==> src/hdl/cache_pkg.sv <==
package cache_pkg;

  localparam int addr_w      = 12;   // word address
  localparam int tag_w       = 6;
  localparam int index_w     = 4;    // 16 lines
  localparam int offset_w    = 2;    // 4 words per line
  localparam int data_w      = 32;
  localparam int line_w      = 128;  // also the memory transfer width
  localparam int num_lines   = 1 << index_w;
  localparam int line_words  = 1 << offset_w;
  localparam int mem_lines   = 1024;
  localparam int mem_latency = 3;    // request start to ready pulse

  // memory word w starts as w * 3 + this base
  localparam logic [data_w-1:0] mem_init_base = 32'h1000_0000;

  typedef struct packed {
    logic [tag_w-1:0]    tag;
    logic [index_w-1:0]  index;
    logic [offset_w-1:0] offset;
  } addr_fields_t;

  typedef union packed {
    logic [addr_w-1:0] raw;    // flat word address
    addr_fields_t      f;      // cache view of the same word
  } cache_addr_u;

  typedef struct packed {
    logic                       rden;
    logic                       wren;
    logic [tag_w+index_w-1:0]   line_addr;  // tag and index
    logic [line_w-1:0]          wdata;
  } mem_req_t;

  typedef struct packed {
    logic cache_rden;
    logic cache_wren;
    logic cache_insel;   // array write data from memory line
    logic set_dirty;
    logic set_valid;
    logic replace_tag;
    logic tag_sel;       // stored tag on the memory address
    logic stall;
    logic mem_rden;
    logic mem_wren;
  } ctrl_t;

endpackage

==> src/hdl/cache_store.sv <==
module cache_store (
  input  logic                              clk,
  input  logic                              rst,
  input  cache_pkg::cache_addr_u            cpu_addr,
  input  logic [cache_pkg::data_w-1:0]      cpu_wdata,
  input  cache_pkg::ctrl_t                  ctrl,
  input  logic [cache_pkg::line_w-1:0]      mem_rdata,
  output logic                              hit,
  output logic                              dirty,
  output logic [cache_pkg::data_w-1:0]      cpu_rdata,
  output logic                              cpu_rvalid,
  output cache_pkg::mem_req_t               mem_req
);

  cache_pkg::cache_addr_u               req_addr_q;
  logic [cache_pkg::data_w-1:0]         req_wdata_q;

  logic [cache_pkg::tag_w-1:0]          tag_q   [0:cache_pkg::num_lines-1];
  logic [cache_pkg::line_w-1:0]         data_q  [0:cache_pkg::num_lines-1];
  logic [cache_pkg::num_lines-1:0]      valid_q;
  logic [cache_pkg::num_lines-1:0]      dirty_q;

  logic [cache_pkg::index_w-1:0]        idx;
  logic [cache_pkg::line_w-1:0]         line_rd;
  logic [cache_pkg::line_w-1:0]         line_merged;
  logic [cache_pkg::line_w-1:0]         line_wr;
  logic [cache_pkg::tag_w-1:0]          mem_tag;

  // request register, frozen during a miss
  always_ff @(posedge clk) begin
    if (!ctrl.stall) begin
      req_addr_q  <= cpu_addr;
      req_wdata_q <= cpu_wdata;
    end
  end

  assign idx     = req_addr_q.f.index;
  assign line_rd = data_q[idx];

  assign hit   = valid_q[idx] && (tag_q[idx] == req_addr_q.f.tag);
  assign dirty = valid_q[idx] && dirty_q[idx];

  // cpu word dropped into the indexed line
  always_comb begin
    line_merged = line_rd;
    line_merged[req_addr_q.f.offset*cache_pkg::data_w +: cache_pkg::data_w] = req_wdata_q;
  end

  assign line_wr = ctrl.cache_insel ? mem_rdata : line_merged;

  always_ff @(posedge clk) begin
    if (ctrl.cache_wren) begin
      data_q[idx] <= line_wr;
    end
    if (ctrl.replace_tag) begin
      tag_q[idx] <= req_addr_q.f.tag;
    end
  end

  always_ff @(posedge clk or posedge rst) begin
    if (rst) begin
      valid_q <= '0;
      dirty_q <= '0;
    end else if (ctrl.set_valid) begin
      valid_q[idx] <= 1'b1;
      dirty_q[idx] <= ctrl.set_dirty;  // cleared on refill, set on write
    end
  end

  assign cpu_rdata  = line_rd[req_addr_q.f.offset*cache_pkg::data_w +: cache_pkg::data_w];
  assign cpu_rvalid = ctrl.cache_rden;

  // victim tag for write-back, request tag for the fetch
  assign mem_tag = ctrl.tag_sel ? tag_q[idx] : req_addr_q.f.tag;

  always_comb begin
    mem_req.rden      = ctrl.mem_rden;
    mem_req.wren      = ctrl.mem_wren;
    mem_req.line_addr = {mem_tag, idx};
    mem_req.wdata     = line_rd;
  end

endmodule

==> config.mk <==
export PLATFORM = sky130hd
export DESIGN_NAME = cache_store
export DESIGN_NICKNAME = d
export VERILOG_FILES = /design/src/hdl/cache_pkg.sv /design/src/hdl/cache_store.sv
export SDC_FILE = /design/constraint.sdc
export NUM_CORES = 2
export LEC_CHECK = 0
export ABC_AREA = 1
export ABC_CLOCK_PERIOD_IN_PS = 8700
export CAP_MARGIN = 20
export CORE_MARGIN = 2
export CORE_UTILIZATION = 45
export CTS_BUF_LIST = sky130_fd_sc_hd__clkbuf_4
export DETAILED_ROUTE_END_ITERATION = 8
export DONT_BUFFER_PORTS = 1
export GPL_ROUTABILITY_DRIVEN = 0
export PLACE_DENSITY_LB_ADDON = 0.12
export SLEW_MARGIN = 30
export SYNTH_ARGS = -nofsm -noshare
export SYNTH_HDL_FRONTEND = slang
export SYNTH_SLANG_ARGS = --single-unit
==> constraint.sdc <==
create_clock -name clk -period 8.7 [get_ports clk]
set_clock_uncertainty 0.1 [all_clocks]
set_input_delay 0.435 -clock clk [delete_from_list [all_inputs] [get_ports clk]]
set_output_delay 0.435 -clock clk [all_outputs]
set_load 0.02 [all_outputs]
* After elaboration in Yosys (flattened, before gate mapping)
Memories as Yosys holds them, arrays and structs flattened. A register that Yosys moved wholly into a read port is not among the register bits. Index checks and enable logic that the tools add are counted.
Storage, ports and cells: output and inout bits 175, flip-flop bits (word level) 76, memory bits (writable) 2144, memories 2
Memories:
- data_q | words 16, bits a word 128, rd ports 1, clocked after memory_dff 1, wr ports 1, RTL line cache_store.sv:19 | logic [cache_pkg::line_w-1:0] data_q [0:cache_pkg::num_lines-1];
- tag_q | words 16, bits a word 6, rd ports 1, clocked after memory_dff 1, wr ports 1, RTL line cache_store.sv:18 | logic [cache_pkg::tag_w-1:0] tag_q [0:cache_pkg::num_lines-1];
Cells by class: order comparisons 2, multiplexer cells 16, shift operators 3, reductions and logical operators 3, equality and inequality tests 1, bitwise logic cells 1, add/sub/neg operators 1
Operators by type and width (number):
- $bwmux W128 | 1
- $mux W128 | 1
- $shift A32 B34 Y128 const A | 1
- $shiftx A128 B8 Y32 | 1
- $shiftx A32 B34 Y128 | 1
- $neg A7 Y34 | 1
- $bwmux W16 | 1
- $or A16 B16 Y16 | 1
- $bmux W1 S4 | 2
- $mux W4 | 2
- $mux W1 | 7
- $eq A6 B6 Y1 | 1
- $mux W6 | 1
- $lt A4 B5 Y1 const B | 1
- $demux W1 S4 | 1
- $ge A4 B1 Y1 const B | 1
- $logic_and A1 B1 Y1 | 3

* Longest topological paths before layout
depth in word-level cells 5, depth in mapped cells 15, gate-level depth less buffers 13

* Least setup slack after synthesis
No wires, ideal clock.
path kind register to register, from reg req_addr_q[2] (netlist bit), to mem data_q[4][0] (netlist bit) (enable), buffers on the path 1, period minus slack after synthesis 7307 ps, library setup time 618 ps, stages on the path, launching flop included 7, path slack 1393 ps, data arrival time 6589 ps, required time 7982 ps, cells stage by stage edfxtp_1 clkbuf_1 nor2_1 inv_1 nor2_1 inv_1 nor2_1
RTL lines:
- from (decl) | RTL line cache_store.sv:15 | cache_pkg::cache_addr_u req_addr_q;
- from (signal assigned) | RTL line cache_store.sv:32 | req_addr_q <= cpu_addr;
- to (decl) | RTL line cache_store.sv:19
No word-level cell before the write port.

==> results.cfg <==
[outcome]
status = complete, no violations

[logic_synthesis]
ys_seq_area_frac = 0.719
yosys.area.top_type = edfxtp_1
synth_area_per_cell_um2 = 12.0
ys_top_cells_by_area = edfxtp_1, nor2_1, o21ai_0
netlist_instances = 7696
yosys_warnings = 0
syn_nets = 7885
synth-seq-cells = 2224
synth_top_area_frac = 0.709
ys_types = 33
synth_area_mm2 = 0.0927

[timing]
max-slew-margin-rel = 0.293
hold_viol = 0
fin_crit_ps = 6240
worstMarginPinSlew_ps = 1060
fmax_ghz = 0.160
rsz0062_at_grt = false
tns_ps = 0
fin_crit_sh = 0.717
setup_viol = 0
slew_violations = 0

[clock_network]
cts_max_path_buffers = 4
postCtsHoldBufs = 309
htree_num_levels = 6
cts.sinks = 2224
cts_tree = done
clock_latency_ps = 1450
path_clk_slew_ps = 60
cts_made_buffers = 598
cts_setup_buffers = 0
cts_root_buf = clkbuf_4
post_cts_resized = 0

[power_and_ir_drop]
seqPwrFrac = 0.501
ir_drop_mv = 0.113
p_leak_uw = 0.0364
p_int_uw = 17800
switchingPower_uw = 6980
clkPwrFrac = 0.365
pwr-share-comb = 0.135
power_density_mw_per_mm2 = 235
swShare = 0.282

[flow_run]
drv_cap = 0

[placed_design]
placed_cell_area_mm2 = 0.0948
placed_cells_incl_taps = 9950
port_buffers = 0
dp_hpwl_um = 175000

[setup_path]
cpLargestDelayFamily = buffers and inverters
cp-end-kind = output pin
max_stage_delay_ps = 640
crit_slowest_cell = inv_16
worstPathArrival_ps = 5710
crit_buf_inv = 3
path_max_fanout = 208
path_cells = inv_16, buf_4, buf_4, nor2_1, nor2_1, o21ai_1, o211ai_1, nand3_1, nand2_1, nor2_1, o21ai_1
critPathKind = flop to output pin
cpMostUsedCell = nor2_1
start_kind = flop
worst_ep_required_time_ps = 8170

[finish]
ff_latch_area_mm2 = 0.0666
multi_input_area_mm2 = 0.0228
fillerInstances = 18000
area_growth_pct = 13.8
post-route-util = 0.516
final-instance-count-excl-fill = 11300
final_layout_size_suffix_gt1_frac = 0.148
fin_nets = 8369
finalInstanceArea_mm2 = 0.105

[die]
row_count = 166
die_y_um = 458
die_w_um = 458
start_util = 0.453
core_area_mm2 = 0.205
dieArea_mm2 = 0.210
boundaryPins = 359

[routing]
via_per_inst = 5.92
route.met3.wl_um = 29100
drc = 0
drtIter0Drc = 7366
dr_wl_met2_um = 153000
avgRoutedWirePerCell_um = 29.2
drtPass1Iterations = 6
ant_nets = 0
wl_um = 329000
dr.max_layer_used = met5
wl_met1_um = 129000
vias = 66700

[global_routing]
grt_pass1_vias = 63200
gr-total-overflow = 0
grt_max_degree = 209
grt_usage = 0.308
antenna_found_initial = 25
grt_pass1_wl_um = 462000

[min_path]
hp-class = primary input to flop
## path summary, 6_finish.rpt
kind | from | end | slack (ps) | cells past startpoint
worst max-delay path | flop | cpu_rdata[20] | 2460 | 11
worst min-delay path | mem_rdata[45] | data_q[9][45]$_DFFE_PP_ | 30 | 3
worst max register to register | flop | data_q[0][53]$_DFFE_PP_ | 3600 | 9
worst min register to register | valid_q[15]$_DFFE_PP0P_ | valid_q[15]$_DFFE_PP0P_ | 350 | 2
max in group asynchronous | rst | dirty_q[13]$_DFFE_PP0P_ | 7720 | 6
min in group asynchronous | rst | valid_q[1]$_DFFE_PP0P_ | 550 | 6
## layout by cell type (no fill, tap or decap), types with 2 or more instances in the layout
| cell type | synthesis | routed |
|---|---|---|
| dfxtp_4 | 0 | 4 |
| o211ai_2 | 31 | 31 |
| inv_2 | 5 | 16 |
| inv_8 | 0 | 3 |
| a21oi_2 | 61 | 121 |
| nand2_1 | 894 | 894 |
| buf_4 | 37 | 81 |
| buf_12 | 0 | 29 |
| a41oi_1 | 29 | 29 |
| buf_6 | 40 | 3 |
| edfxtp_1 | 2188 | 2188 |
| inv_1 | 241 | 234 |
| clkinvlp_4 | 0 | 2 |
| nand2_2 | 10 | 10 |
| clkbuf_4 | 0 | 904 |
| ha_1 | 5 | 2 |
| o22ai_1 | 85 | 85 |
| a21oi_1 | 147 | 87 |
| buf_16 | 0 | 6 |
| nor2_2 | 0 | 6 |
| nand3_1 | 505 | 505 |
| bufinv_16 | 0 | 3 |
| dlygate4sd3_1 | 0 | 315 |
| nor2_1 | 1401 | 1378 |
| ha_4 | 0 | 2 |
| diode_2 | 0 | 15 |
| nor2_4 | 0 | 17 |
| a31oi_1 | 33 | 33 |
| nand3b_1 | 2 | 2 |
| o21ai_0 | 936 | 936 |
| o21ai_2 | 0 | 7 |
| nand3_2 | 13 | 13 |
| dfrtp_1 | 32 | 32 |
| a22oi_1 | 5 | 5 |
| clkinv_1 | 1 | 61 |
| o21ai_1 | 115 | 108 |
| o211ai_1 | 400 | 400 |
## layer usage
layer  track usage  vias up
met1         0.406    33300
met4         0.169        4
met3        0.0628      676
li1              -    29100
met5             0        -
met2         0.479     3566
## state kept, by name, indices dropped and copies added, names as in the netlist, named ones only
name and flops:
valid_q 16, data_q 2048, req_wdata_q 32, dirty_q 16, tag_q 96, req_addr_q 12
## cell type report
type                       count  share of cell area
sequential                  2224               0.631
tap                         2688              0.0319
antenna                       15            0.000356
inverter                     248             0.00928
clock buffer                 904              0.0643
clock inverter                76             0.00357
multi-input combinational   4674               0.216
timing repair buffer         434              0.0430
## cell families after synthesis
logic type | count (synthesis) | share of synthesized area
AND/OR/NAND/NOR | 2826 | 0.123
flip-flops | 2224 | 0.719
AO/OA/AOI/OAI | 1843 | 0.118
buffers and inverters | 798 | 0.0399
adder cells (fa/ha/maj) | 5 | 0.000675
## power by group through the flow
stage / clock network, uW / logic, uW / registers (uW)
2_1_floorplan: 0 / 1950 / 12600
3_3_place_gp: 0 / 3080 / 12600
3_5_place_dp: 0 / 3120 / 12600
4_1_cts: 9180 / 3260 / 12400
5_1_grt: 9740 / 3530 / 12400
6_report: 9020 / 3340 / 12400
## cell usage after synthesis, drive strengths merged
library cell and n:
edfxtp 2188, nor2 1401, o21ai 1051, nand2 904, nand3 518, o211ai 431, buf 306, inv 247
clkbuf 244, a21oi 208, o22ai 85, a31oi 33, dfrtp 32, a41oi 29, a22oi 5, ha 5
dfxtp 4, nand3b 2, clkinv 1, nand4 1, o21a 1
## per-stage QoR
| stage | worst slack (ps) | power [uW] | hold WS [ps] |
|---|---|---|---|
| final | 2460 | 24700 | 29.3 |
| after global routing | 2190 | 25700 | 2.22 |
| after CTS | 2410 | 24800 | 1.25 |
| after detailed placement | 3950 | 15700 | 342 |
| after global placement | 3920 | 15700 | 337 |
| after floorplan | 1390 | 14500 | 322 |
## tightest hold or removal path, cell delays in order
cell	delay (ps)
dlygate4sd3_1	540
nor2_1	200
a21oi_2	170
Note: power is estimated with default switching activity, not from simulation.
