### src/hdl/cache_pkg.sv
package cache_pkg;

  localparam int addr_w      = 12;   // word address
  localparam int tag_w       = 6;
  localparam int index_w     = 4;    // 16 lines
  localparam int offset_w    = 2;    // 4 words per line
  localparam int data_w      = 32;
  localparam int line_w      = 128;  // also the memory transfer width
  localparam int num_lines   = 1 << index_w;
  localparam int line_words  = 1 << offset_w;
  localparam int mem_lines   = 1024;
  localparam int mem_latency = 3;    // request start to ready pulse

  // memory word w starts as w * 3 + this base
  localparam logic [data_w-1:0] mem_init_base = 32'h1000_0000;

  typedef struct packed {
    logic [tag_w-1:0]    tag;
    logic [index_w-1:0]  index;
    logic [offset_w-1:0] offset;
  } addr_fields_t;

  typedef union packed {
    logic [addr_w-1:0] raw;    // flat word address
    addr_fields_t      f;      // cache view of the same word
  } cache_addr_u;

  typedef struct packed {
    logic                       rden;
    logic                       wren;
    logic [tag_w+index_w-1:0]   line_addr;  // tag and index
    logic [line_w-1:0]          wdata;
  } mem_req_t;

  typedef struct packed {
    logic cache_rden;
    logic cache_wren;
    logic cache_insel;   // array write data from memory line
    logic set_dirty;
    logic set_valid;
    logic replace_tag;
    logic tag_sel;       // stored tag on the memory address
    logic stall;
    logic mem_rden;
    logic mem_wren;
  } ctrl_t;

endpackage

### src/hdl/cache_fsm.sv
module cache_fsm (
  input  logic                clk,
  input  logic                rst,
  input  logic                cpu_rden,
  input  logic                cpu_wren,
  input  logic                hit,
  input  logic                dirty,
  input  logic                mem_ready,
  output cache_pkg::ctrl_t    ctrl
);

  typedef enum logic [2:0] {
    IDLE,
    COMPARE_TAG,
    WRITE_BACK,
    ALLOCATE,
    CACHE_ACCESS
  } state_t;

  state_t state_q;
  state_t next_state;
  logic   rden_q;   // strobes of the request under service
  logic   wren_q;
  logic   new_req;

  assign new_req = cpu_rden | cpu_wren;

  always_ff @(posedge clk or posedge rst) begin
    if (rst) begin
      state_q <= IDLE;
    end else begin
      state_q <= next_state;
    end
  end

  // request strobes follow the cpu only while not stalled
  always_ff @(posedge clk or posedge rst) begin
    if (rst) begin
      rden_q <= 1'b0;
      wren_q <= 1'b0;
    end else if (!ctrl.stall) begin
      rden_q <= cpu_rden;
      wren_q <= cpu_wren;
    end
  end

  always_comb begin
    ctrl       = '0;
    next_state = state_q;
    case (state_q)
      IDLE: begin
        if (new_req) begin
          next_state = COMPARE_TAG;
        end
      end

      COMPARE_TAG: begin
        if (hit) begin
          ctrl.cache_rden = rden_q;  // read hit returns now
          ctrl.cache_wren = wren_q;  // write hit lands at end of cycle
          ctrl.set_valid  = wren_q;
          ctrl.set_dirty  = wren_q;
          // a second request can be taken right away
          if (new_req) begin
            next_state = COMPARE_TAG;
          end else begin
            next_state = IDLE;
          end
        end else if (dirty) begin
          ctrl.mem_wren = 1'b1;      // evict the old line first
          ctrl.tag_sel  = 1'b1;      // address of the victim
          ctrl.stall    = 1'b1;
          next_state    = WRITE_BACK;
        end else begin
          ctrl.mem_rden = 1'b1;      // fetch starts here
          ctrl.stall    = 1'b1;
          next_state    = ALLOCATE;
        end
      end

      WRITE_BACK: begin
        ctrl.mem_wren = 1'b1;        // held until the ready pulse
        ctrl.tag_sel  = 1'b1;
        ctrl.stall    = 1'b1;
        if (mem_ready) begin
          next_state = ALLOCATE;
        end
      end

      ALLOCATE: begin
        ctrl.mem_rden = 1'b1;
        ctrl.stall    = 1'b1;
        if (mem_ready) begin
          ctrl.cache_wren  = 1'b1;   // refill from memory line
          ctrl.cache_insel = 1'b1;
          ctrl.replace_tag = 1'b1;
          ctrl.set_valid   = 1'b1;
          ctrl.set_dirty   = 1'b0;   // fresh line is clean
          next_state       = CACHE_ACCESS;
        end
      end

      CACHE_ACCESS: begin
        ctrl.cache_rden = rden_q;
        ctrl.cache_wren = wren_q;    // merge of the write-allocate word
        ctrl.set_valid  = wren_q;
        ctrl.set_dirty  = wren_q;
        if (new_req) begin
          next_state = COMPARE_TAG;
        end else begin
          next_state = IDLE;
        end
      end

      default: begin
        next_state = IDLE;
      end
    endcase
  end

endmodule

### config.mk
export PLATFORM = sky130hd
export DESIGN_NAME = cache_fsm
export DESIGN_NICKNAME = d
export VERILOG_FILES = /design/src/hdl/cache_pkg.sv /design/src/hdl/cache_fsm.sv
export SDC_FILE = /design/constraint.sdc
export NUM_CORES = 1
export LEC_CHECK = 0
export BUFFER_PORTS_ARGS = -buffer_cell sky130_fd_sc_hd__buf_2
export CAP_MARGIN = 20
export CORE_AREA = 2 2 39 41
export CTS_CLUSTER_DIAMETER = 80
export CTS_CLUSTER_SIZE = 12
export DETAILED_ROUTE_END_ITERATION = 10
export DIE_AREA = 0 0 41 43
export HOLD_SLACK_MARGIN = 0.06
export PLACE_DENSITY = 0.55
export SYNTH_ARGS = -nofsm -noshare
export SYNTH_HDL_FRONTEND = slang
export SYNTH_SLANG_ARGS = --single-unit
### constraint.sdc
create_clock -name clk -period 1.4 [get_ports clk]
set_input_delay 0.14 -clock clk [delete_from_list [all_inputs] [get_ports clk]]
set_output_delay 0.14 -clock clk [all_outputs]
set_load 0.05 [all_outputs]
Word-level counts from Yosys, hierarchy flattened
Cells that the tools add are included.
W data, S select, Z words.
Storage, ports and cells
  memories kept: 0
  output and inout bits: 10
  bits in latches: 0
  memory bits (read-only): 0
  register bits: 5
  memory bits (writable): 0
Operators by class
  bitwise logic cells: 1
  order comparisons: 0
  equal/unequal tests: 7
  shift-type cells: 0
  add/sub/neg operators: 0
  multiply operators: 0
  multiplexer cells: 22
  div/mod/pow operators: 0
  reduce and logical (&&, ||, !) cells: 3
Operators by type and width (count)
  $pmux W3 S5: 1
  $mux W3: 4
  $pmux W1 S2: 5
  $eq A3 B2 Y1 const B: 2
  $mux W1: 6
  $ne A2 B2 Y1 const B: 3
  $pmux W2 S3: 1
  $mux W5: 1
  $mux W2: 2
  $mux W4: 1
  $eq A3 B1 Y1 const B: 1
  $eq A3 B3 Y1 const B: 1
  $logic_not A3 Y1: 1
  $pmux W1 S3: 1
  $reduce_and A3 Y1: 1
  $reduce_or A2 Y1: 1
  $or A1 B1 Y1: 1

Longest topological paths before layout
Gate-level depths: netlist (run 1).
  depth after elaboration: 4
  gate-level depth with buffers: 5
  depth with buffers taken out: 4

Worst setup path before layout (run 1)
OpenSTA, ideal clock, no wires.
  kind: register to output
  start point: register state_q[0]
  end point: output port ctrl[7] in the netlist's numbering
  setup slack: -1.059 ns
  arrival time: 2.319 ns
  buffers on the path: 2
  cell stages (with the launch flop): 4
  cell sequence: dfrtp_1 dlygate4sd1_1 nor3b_1 buf_4
RTL lines
  start, declared: line cache_fsm.sv:20  | state_t state_q;
  start signal, assigned: line cache_fsm.sv:32  | state_q <= next_state;
  end, declared: line cache_fsm.sv:9  | output cache_pkg::ctrl_t ctrl

==> metrics.yaml, run 1 <==
run_status:
  status: "finished, violations left"
  violations: "setup timing"
power:
  p_per_area_nw_per_um2: 2690
  peakVddDrop_v: 0.001122
  total_leakage_power_nw: 0.3340
clocking:
  cts.path.max_buffers: 2
  cts.sinks: 5
  cts_tree: "yes"
  clock_latency_ns: 0.25
  cts_buffers: 3
  cts-root-buf: "clkbuf_4"
  path_clk_slew_ns: 0.05
  htree_levels: 1
global_routing:
  grt.met2_usage_pct: 18.75
  top_usage_layer: "met2"
  grt_util_met3_pct: 6.283
  grt_use_total_pct: 13.41
  use_met1_pct: 16.94
  grt_max_degree: 10
  antenna_found_initial: 0
  grt_pass1_wl_mm: 1.552
  grt-ovfl-total: 0
  grt_pass1_vias: 378
routing:
  vias: 413
  via_per_inst: 4.589
  drc_errors: 0
  first_pass_iters: 2
  wl_um: 943
  wl_per_cell_um: 10.48
  ant_nets: 0
  drt_iter0_drc: 2
critical_path:
  critPathArrivalTime_ns: 1.39
  start_kind: "flip-flop"
  crit_path_end_kind: "output port"
  path_class: "flip-flop to output port"
  crit_fanout: 3
  crit_required_ns: 1.26
floorplanning:
  ioPinCount: 17
  fp-row-count: 14
  die_area_um2: 1763
  die_w_um: 41
  start_util_pct: 27.67
  dieHeight_um: 43
  core_um2: 1384
logic_synthesis:
  ys_seq_area_share_pct: 32.68
  synth_edf_count: 0
  synthCells: 47
  synth_cell_types: 25
  synth.top_cell.area_share_pct: 32.68
  ys_ff_latch: 5
  synth_area_um2: 382.9
  async_reset_ff_share_pct: 100.0
  synthTopCellsByCount: "a21oi_1 (5), dfrtp_1 (5), nor2_1 (5), buf_4 (3), nand2b_1 (3)"
  synth_top_cell_by_area: "dfrtp_1"
  synthFlopType: "dfrtp_1"
  synth_area_leaders: "dfrtp_1 (33%), a21oi_1 (6.5%), buf_4 (5.9%)"
  yosysWarnings: 0
  syn_nets: 54
  syn_area_per_cell_um2: 8.146
place:
  gp_congestion: 0.7681
  io_buffer_count: 16
  dp_slack_ns: 0.03773
  dp_hpwl_um: 662.3
timing:
  final.period_utilization_pct: 109.4
  finalClockSkew_ns: 0.007556
  finalHoldViolCount: 0
  setup_viol: 9
  tns_ns: -0.7711
  slew_viol_final: 0
  max_freq_mhz: 653.2
  whs_ns: 0.1387
  relSlewSlack_pct: 84.34
  rsz0062_at_grt: "true"
  layout_setup_ws_ns: -0.1310
  min_period_ns: 1.531
  worst_pin_slew_ns: 0.2329
worst_hold_path:
  hp-class: "primary input to flip-flop"
cells_and_area:
  drive_gt1_share_pct: 64.86
  final_nets: 82
  diodes: 0
  area_growth_pct: 92.48
flow_run:
  drv_cap: 0
## sequential cells by signal, summed over array words and instances (netlist names)
| register | cells |
|---|---|
| state_q | 3 |
| rden_q | 1 |
| wren_q | 1 |
## report_power, final
group / internal [W] / switching [W]
combinational: 0.000698 / 0.000835
clock: 0.000108 / 0.0000611
sequential: 0.000214 / 0.0000664
total: 0.00102 / 0.000963
## layout by cell type, fill, tap and decap left out, drive strengths merged
cell type and n:
buf 28, dfrtp 5, nor2 5, a21oi 5, clkbuf 4, inv 3, nand2b 3, nor3b 3
mux2 2, and2 2, nand2 2, o21ai 2, o21bai 1, a31oi 1, nor4 1, or4 1
o221ai 1, nand3b 1, or2 1, nand3 1, a22oi 1, dlygate4sd3 1
## logic make-up (layout without fill, tap and decap cells)
logic type	count (synthesis)	after routing	synth area share, %
buffers and inverters	9	36	13.73
AOI/OAI and AO/OA	11	11	16.99
and+or+nand+nor	20	20	30.72
DFF	5	5	32.68
muxes	2	2	5.882
## per-layer routing
metal  routed length [µm]  vias up
met5                    0        -
met4                    8        0
met3                   45        3
met2                  476       11
met1                  412      185
li1                     -      214
## path summary, 6_finish.rpt
kind                              end  slack [ns]  cells after the start  startpoint
min reg2reg                    wren_q        0.49                      1      wren_q
max reg2reg                state_q[0]        0.09                      3  state_q[1]
max in group asynchronous  state_q[1]        0.89                      3         rst
max                           ctrl[8]       -0.13                      5  state_q[2]
min                            wren_q        0.14                      2    cpu_wren
min in group asynchronous  state_q[2]        0.32                      3         rst
## per-stage QoR
step | util (%) | area (µm²) | power, W | std cells
2_1_floorplan | - | 469.2 | 0.001308 | 47
3_3_place_gp | 40.51 | 560.5 | 0.001458 | 80
3_5_place_dp | 40.51 | 560.5 | 0.001464 | 80
4_1_cts | 50.90 | 704.4 | 0.001917 | 89
5_1_grt | 53.25 | 737.0 | 0.002105 | 90
6_report | 53.25 | 737.0 | 0.001983 | 90
## worst max-delay path, cell delays in order, from the launching register on
cell and delay (ns):
dfrtp_1 0.38, nand3b_1 0.18, a21oi_2 0.16, and2_4 0.15
or2_4 0.13, buf_8 0.14
## cell type report
class | count | area [µm²]
clock buffer | 4 | 26.28
timing repair buffer | 29 | 255.2
fill | 128 | 646.9
inverter | 3 | 11.26
multi-input combinational | 33 | 297.8
sequential | 5 | 126.4
tap | 16 | 20.02
## repair_timing
action,4_1_cts,5_1_grt
resized for setup,24,7
setup buffers,4,1
pin swaps,5,5
hold buffers,1,0
setup endpoints to repair,10,11
hold endpoints to repair,5,0
No activity file was read; power rests on OpenSTA's default activity.
==> run 2: changes to the inputs <==
Settings changed: PLACE_DENSITY 0.55 to 0.63.
==> run 2 against run 1 <==
The flow still finishes with violations (setup timing). Combinational power hardly changed. Worst setup slack got worse by 0.020 ns. Fmax down 1.3%. Highest routed layer is now met3. Via count rose by 6.3%. Core utilization down 0.54 points. Sequential power about the same. Wire length is 11% higher. Sequential cell count unchanged. Global-route usage up 0.49 points. Power rose by 0.14%. Register-to-register slack got worse by 0.13 ns.
==> metrics.yaml, run 2 (synthesis gave the netlist of run 1 again) <==
run_status:
  status: "finished, violations left"
  violations: "setup timing"
critical_path:
  rr_startpoint: "state_q[1]"
  reg2reg_slack_ns: -0.04  # -0.13 ns
  crit_required_ns: 1.26  # about the same
  reg2reg_depth: 4  # +1
  critPathArrivalTime_ns: 1.41  # +0.02 ns
  r2r-end: "state_q[0]"
  crit_fanout: 4  # +1
  start_kind: "flip-flop"
  crit_path_end_kind: "output port"
  path_class: "flip-flop to output port"
cells_and_area:
  diodes: 0  # unchanged
  top_regs: "state_q x3, rden_q x1, wren_q x1"
  final_common_cell: "buf_4"
  final-instance-count-excl-fill: 90  # unchanged
  area_growth_pct: 90.52
  mostFrequentLayoutCells: "buf_4 (11), buf_6 (8), buf_2 (7)"
  drive_gt1_share_pct: 64.86  # unchanged
  largest_register_ffs: 3  # unchanged
  regMostFlops: "state_q"
  final_nets: 82  # unchanged
global_routing:
  grt.met2_usage_pct: 22.19  # +3.4 points
  grt_pass1_wl_mm: 1.669  # +7.5%
  grt-ovfl-total: 0  # unchanged
  grt_pass1_vias: 428  # +13%
  grt_use_total_pct: 13.90  # +0.49 points
  grt_util_met3_pct: 4.712  # -1.6 points
  use_met1_pct: 15.91  # -1.0 points
  grt_max_degree: 9  # -1
  top_usage_layer: "met2"
  antenna_found_initial: 0  # unchanged
timing:
  final.period_utilization_pct: 110.8  # +1.4 points
  rsz0062_at_grt: "true"
  max_freq_mhz: 644.7  # -1.3%
  finalHoldViolCount: 0  # unchanged
  relSlewSlack_pct: 77.62  # -6.7 points
  finalClockSkew_ns: 0.005836  # -0.001721 ns
  setup_viol: 9  # unchanged
  slew_viol_final: 0  # unchanged
  worst_pin_slew_ns: 0.3327  # +0.09977 ns
  whs_ns: 0.1433  # +0.004604 ns
  layout_setup_ws_ns: -0.1511  # -0.02008 ns
  min_period_ns: 1.551  # +0.02008 ns
place:
  gp_congestion: 0.7590  # -1.2%
  dpl.cell_count: 80  # unchanged
  dp_hpwl_um: 736  # +11%
  io_buffer_count: 16  # unchanged
  dp_slack_ns: 0.007897  # -0.02984 ns
floorplanning:
  die_w_um: 41  # unchanged
  die_area_um2: 1763  # unchanged
  core_um2: 1384  # unchanged
  fp-row-count: 14  # unchanged
  dieHeight_um: 43  # unchanged
  ioPinCount: 17  # unchanged
  start_util_pct: 27.67  # unchanged
power:
  p_per_area_nw_per_um2: 2722  # +1.2%
  total_leakage_power_nw: 0.3309  # -0.91%
  peakVddDrop_v: 0.0009507  # -15%
routing:
  ant_nets: 0  # unchanged
  drt_iter0_drc: 4  # +2
  vias: 439  # +6.3%
  drc_errors: 0  # unchanged
  wl_mm: 1.044  # +11%
  via_per_inst: 4.878  # +6.3%
  wl_per_cell_um: 11.60  # +11%
  first_pass_iters: 4  # +2
worst_hold_path:
  hold_path_depth: 2  # unchanged
  min_from: "cpu_wren"
  hp-class: "primary input to flip-flop"
  min_to: "wren_q"
clocking:
  cts.path.max_buffers: 2  # unchanged
  path_clk_slew_ns: 0.05  # about the same
  cts_tree: "yes"
  cts.sinks: 5  # unchanged
  cts-root-buf: "clkbuf_4"
  htree_levels: 1  # unchanged
  clock_latency_ns: 0.25  # about the same
  cts_buffers: 3  # unchanged
flow_run:
  drv_cap: 0  # unchanged
## run 2: worst max path at each step
stage | startpoint | end | slack [ns] | cells after the start
after detailed placement | state_q[2] | ctrl[5] | 0.008 | 5
after floorplan | state_q[1] | ctrl[7] | -0.13 | 4
after CTS | state_q[0] | ctrl[5] | -0.14 | 5
final | state_q[2] | ctrl[8] | -0.15 | 5
after global placement | state_q[0] | state_q[0] | 0.06 | 3
after global routing | state_q[0] | ctrl[8] | -0.22 | 5
## run 2: area by class of cell
| class | instances | area, µm² |
|---|---|---|
| Sequential cell | 5 | 126.4 |
| Multi-Input combinational cell | 33 | 297.8 |
| Timing Repair Buffer | 29 | 247.7 |
| Clock buffer | 4 | 26.28 |
| Fill cell | 130 | 654.4 |
| Tap cell | 16 | 20.02 |
| Inverter | 3 | 11.26 |
## run 2: repair_timing
action	CTS	global route
setup buffers	4	1
hold buffers	1	0
pin swaps	4	1
setup endpoints to repair	10	11
gates resized for setup	23	6
hold endpoints to repair	5	0
## run 2: power breakdown
group,total [W],switching [W],internal [W]
combinational,0.00153,0.000851,0.000681
sequential,0.000279,0.0000647,0.000214
clock,0.000174,0.0000660,0.000108
## run 2: through the flow
stage	instance area [µm²]	setup TNS, ns	power, W	util, %
after global routing	729.5	-1.215	0.002096	52.71
after floorplan	469.2	-0.2391	0.001308	-
after detailed placement	560.5	0	0.001474	40.51
after global placement	560.5	0	0.001454	40.51
final	729.5	-0.6581	0.001986	52.71
after CTS	699.4	-0.6699	0.001909	50.54
## run 2: per-layer routing
layer | part of all wire (%) | vias up
met1 | 41 | 212
li1 | - | 214
met4 | 0 | 0
met5 | 0 | -
met2 | 55 | 13
met3 | 4.0 | 0
## run 2: critical path, stage by stage (launching register included)
cell and delay, ns:
dfrtp_1 0.40, nand3b_1 0.19, a21oi_2 0.15, and2_4 0.15, or2_4 0.13, buf_8 0.14
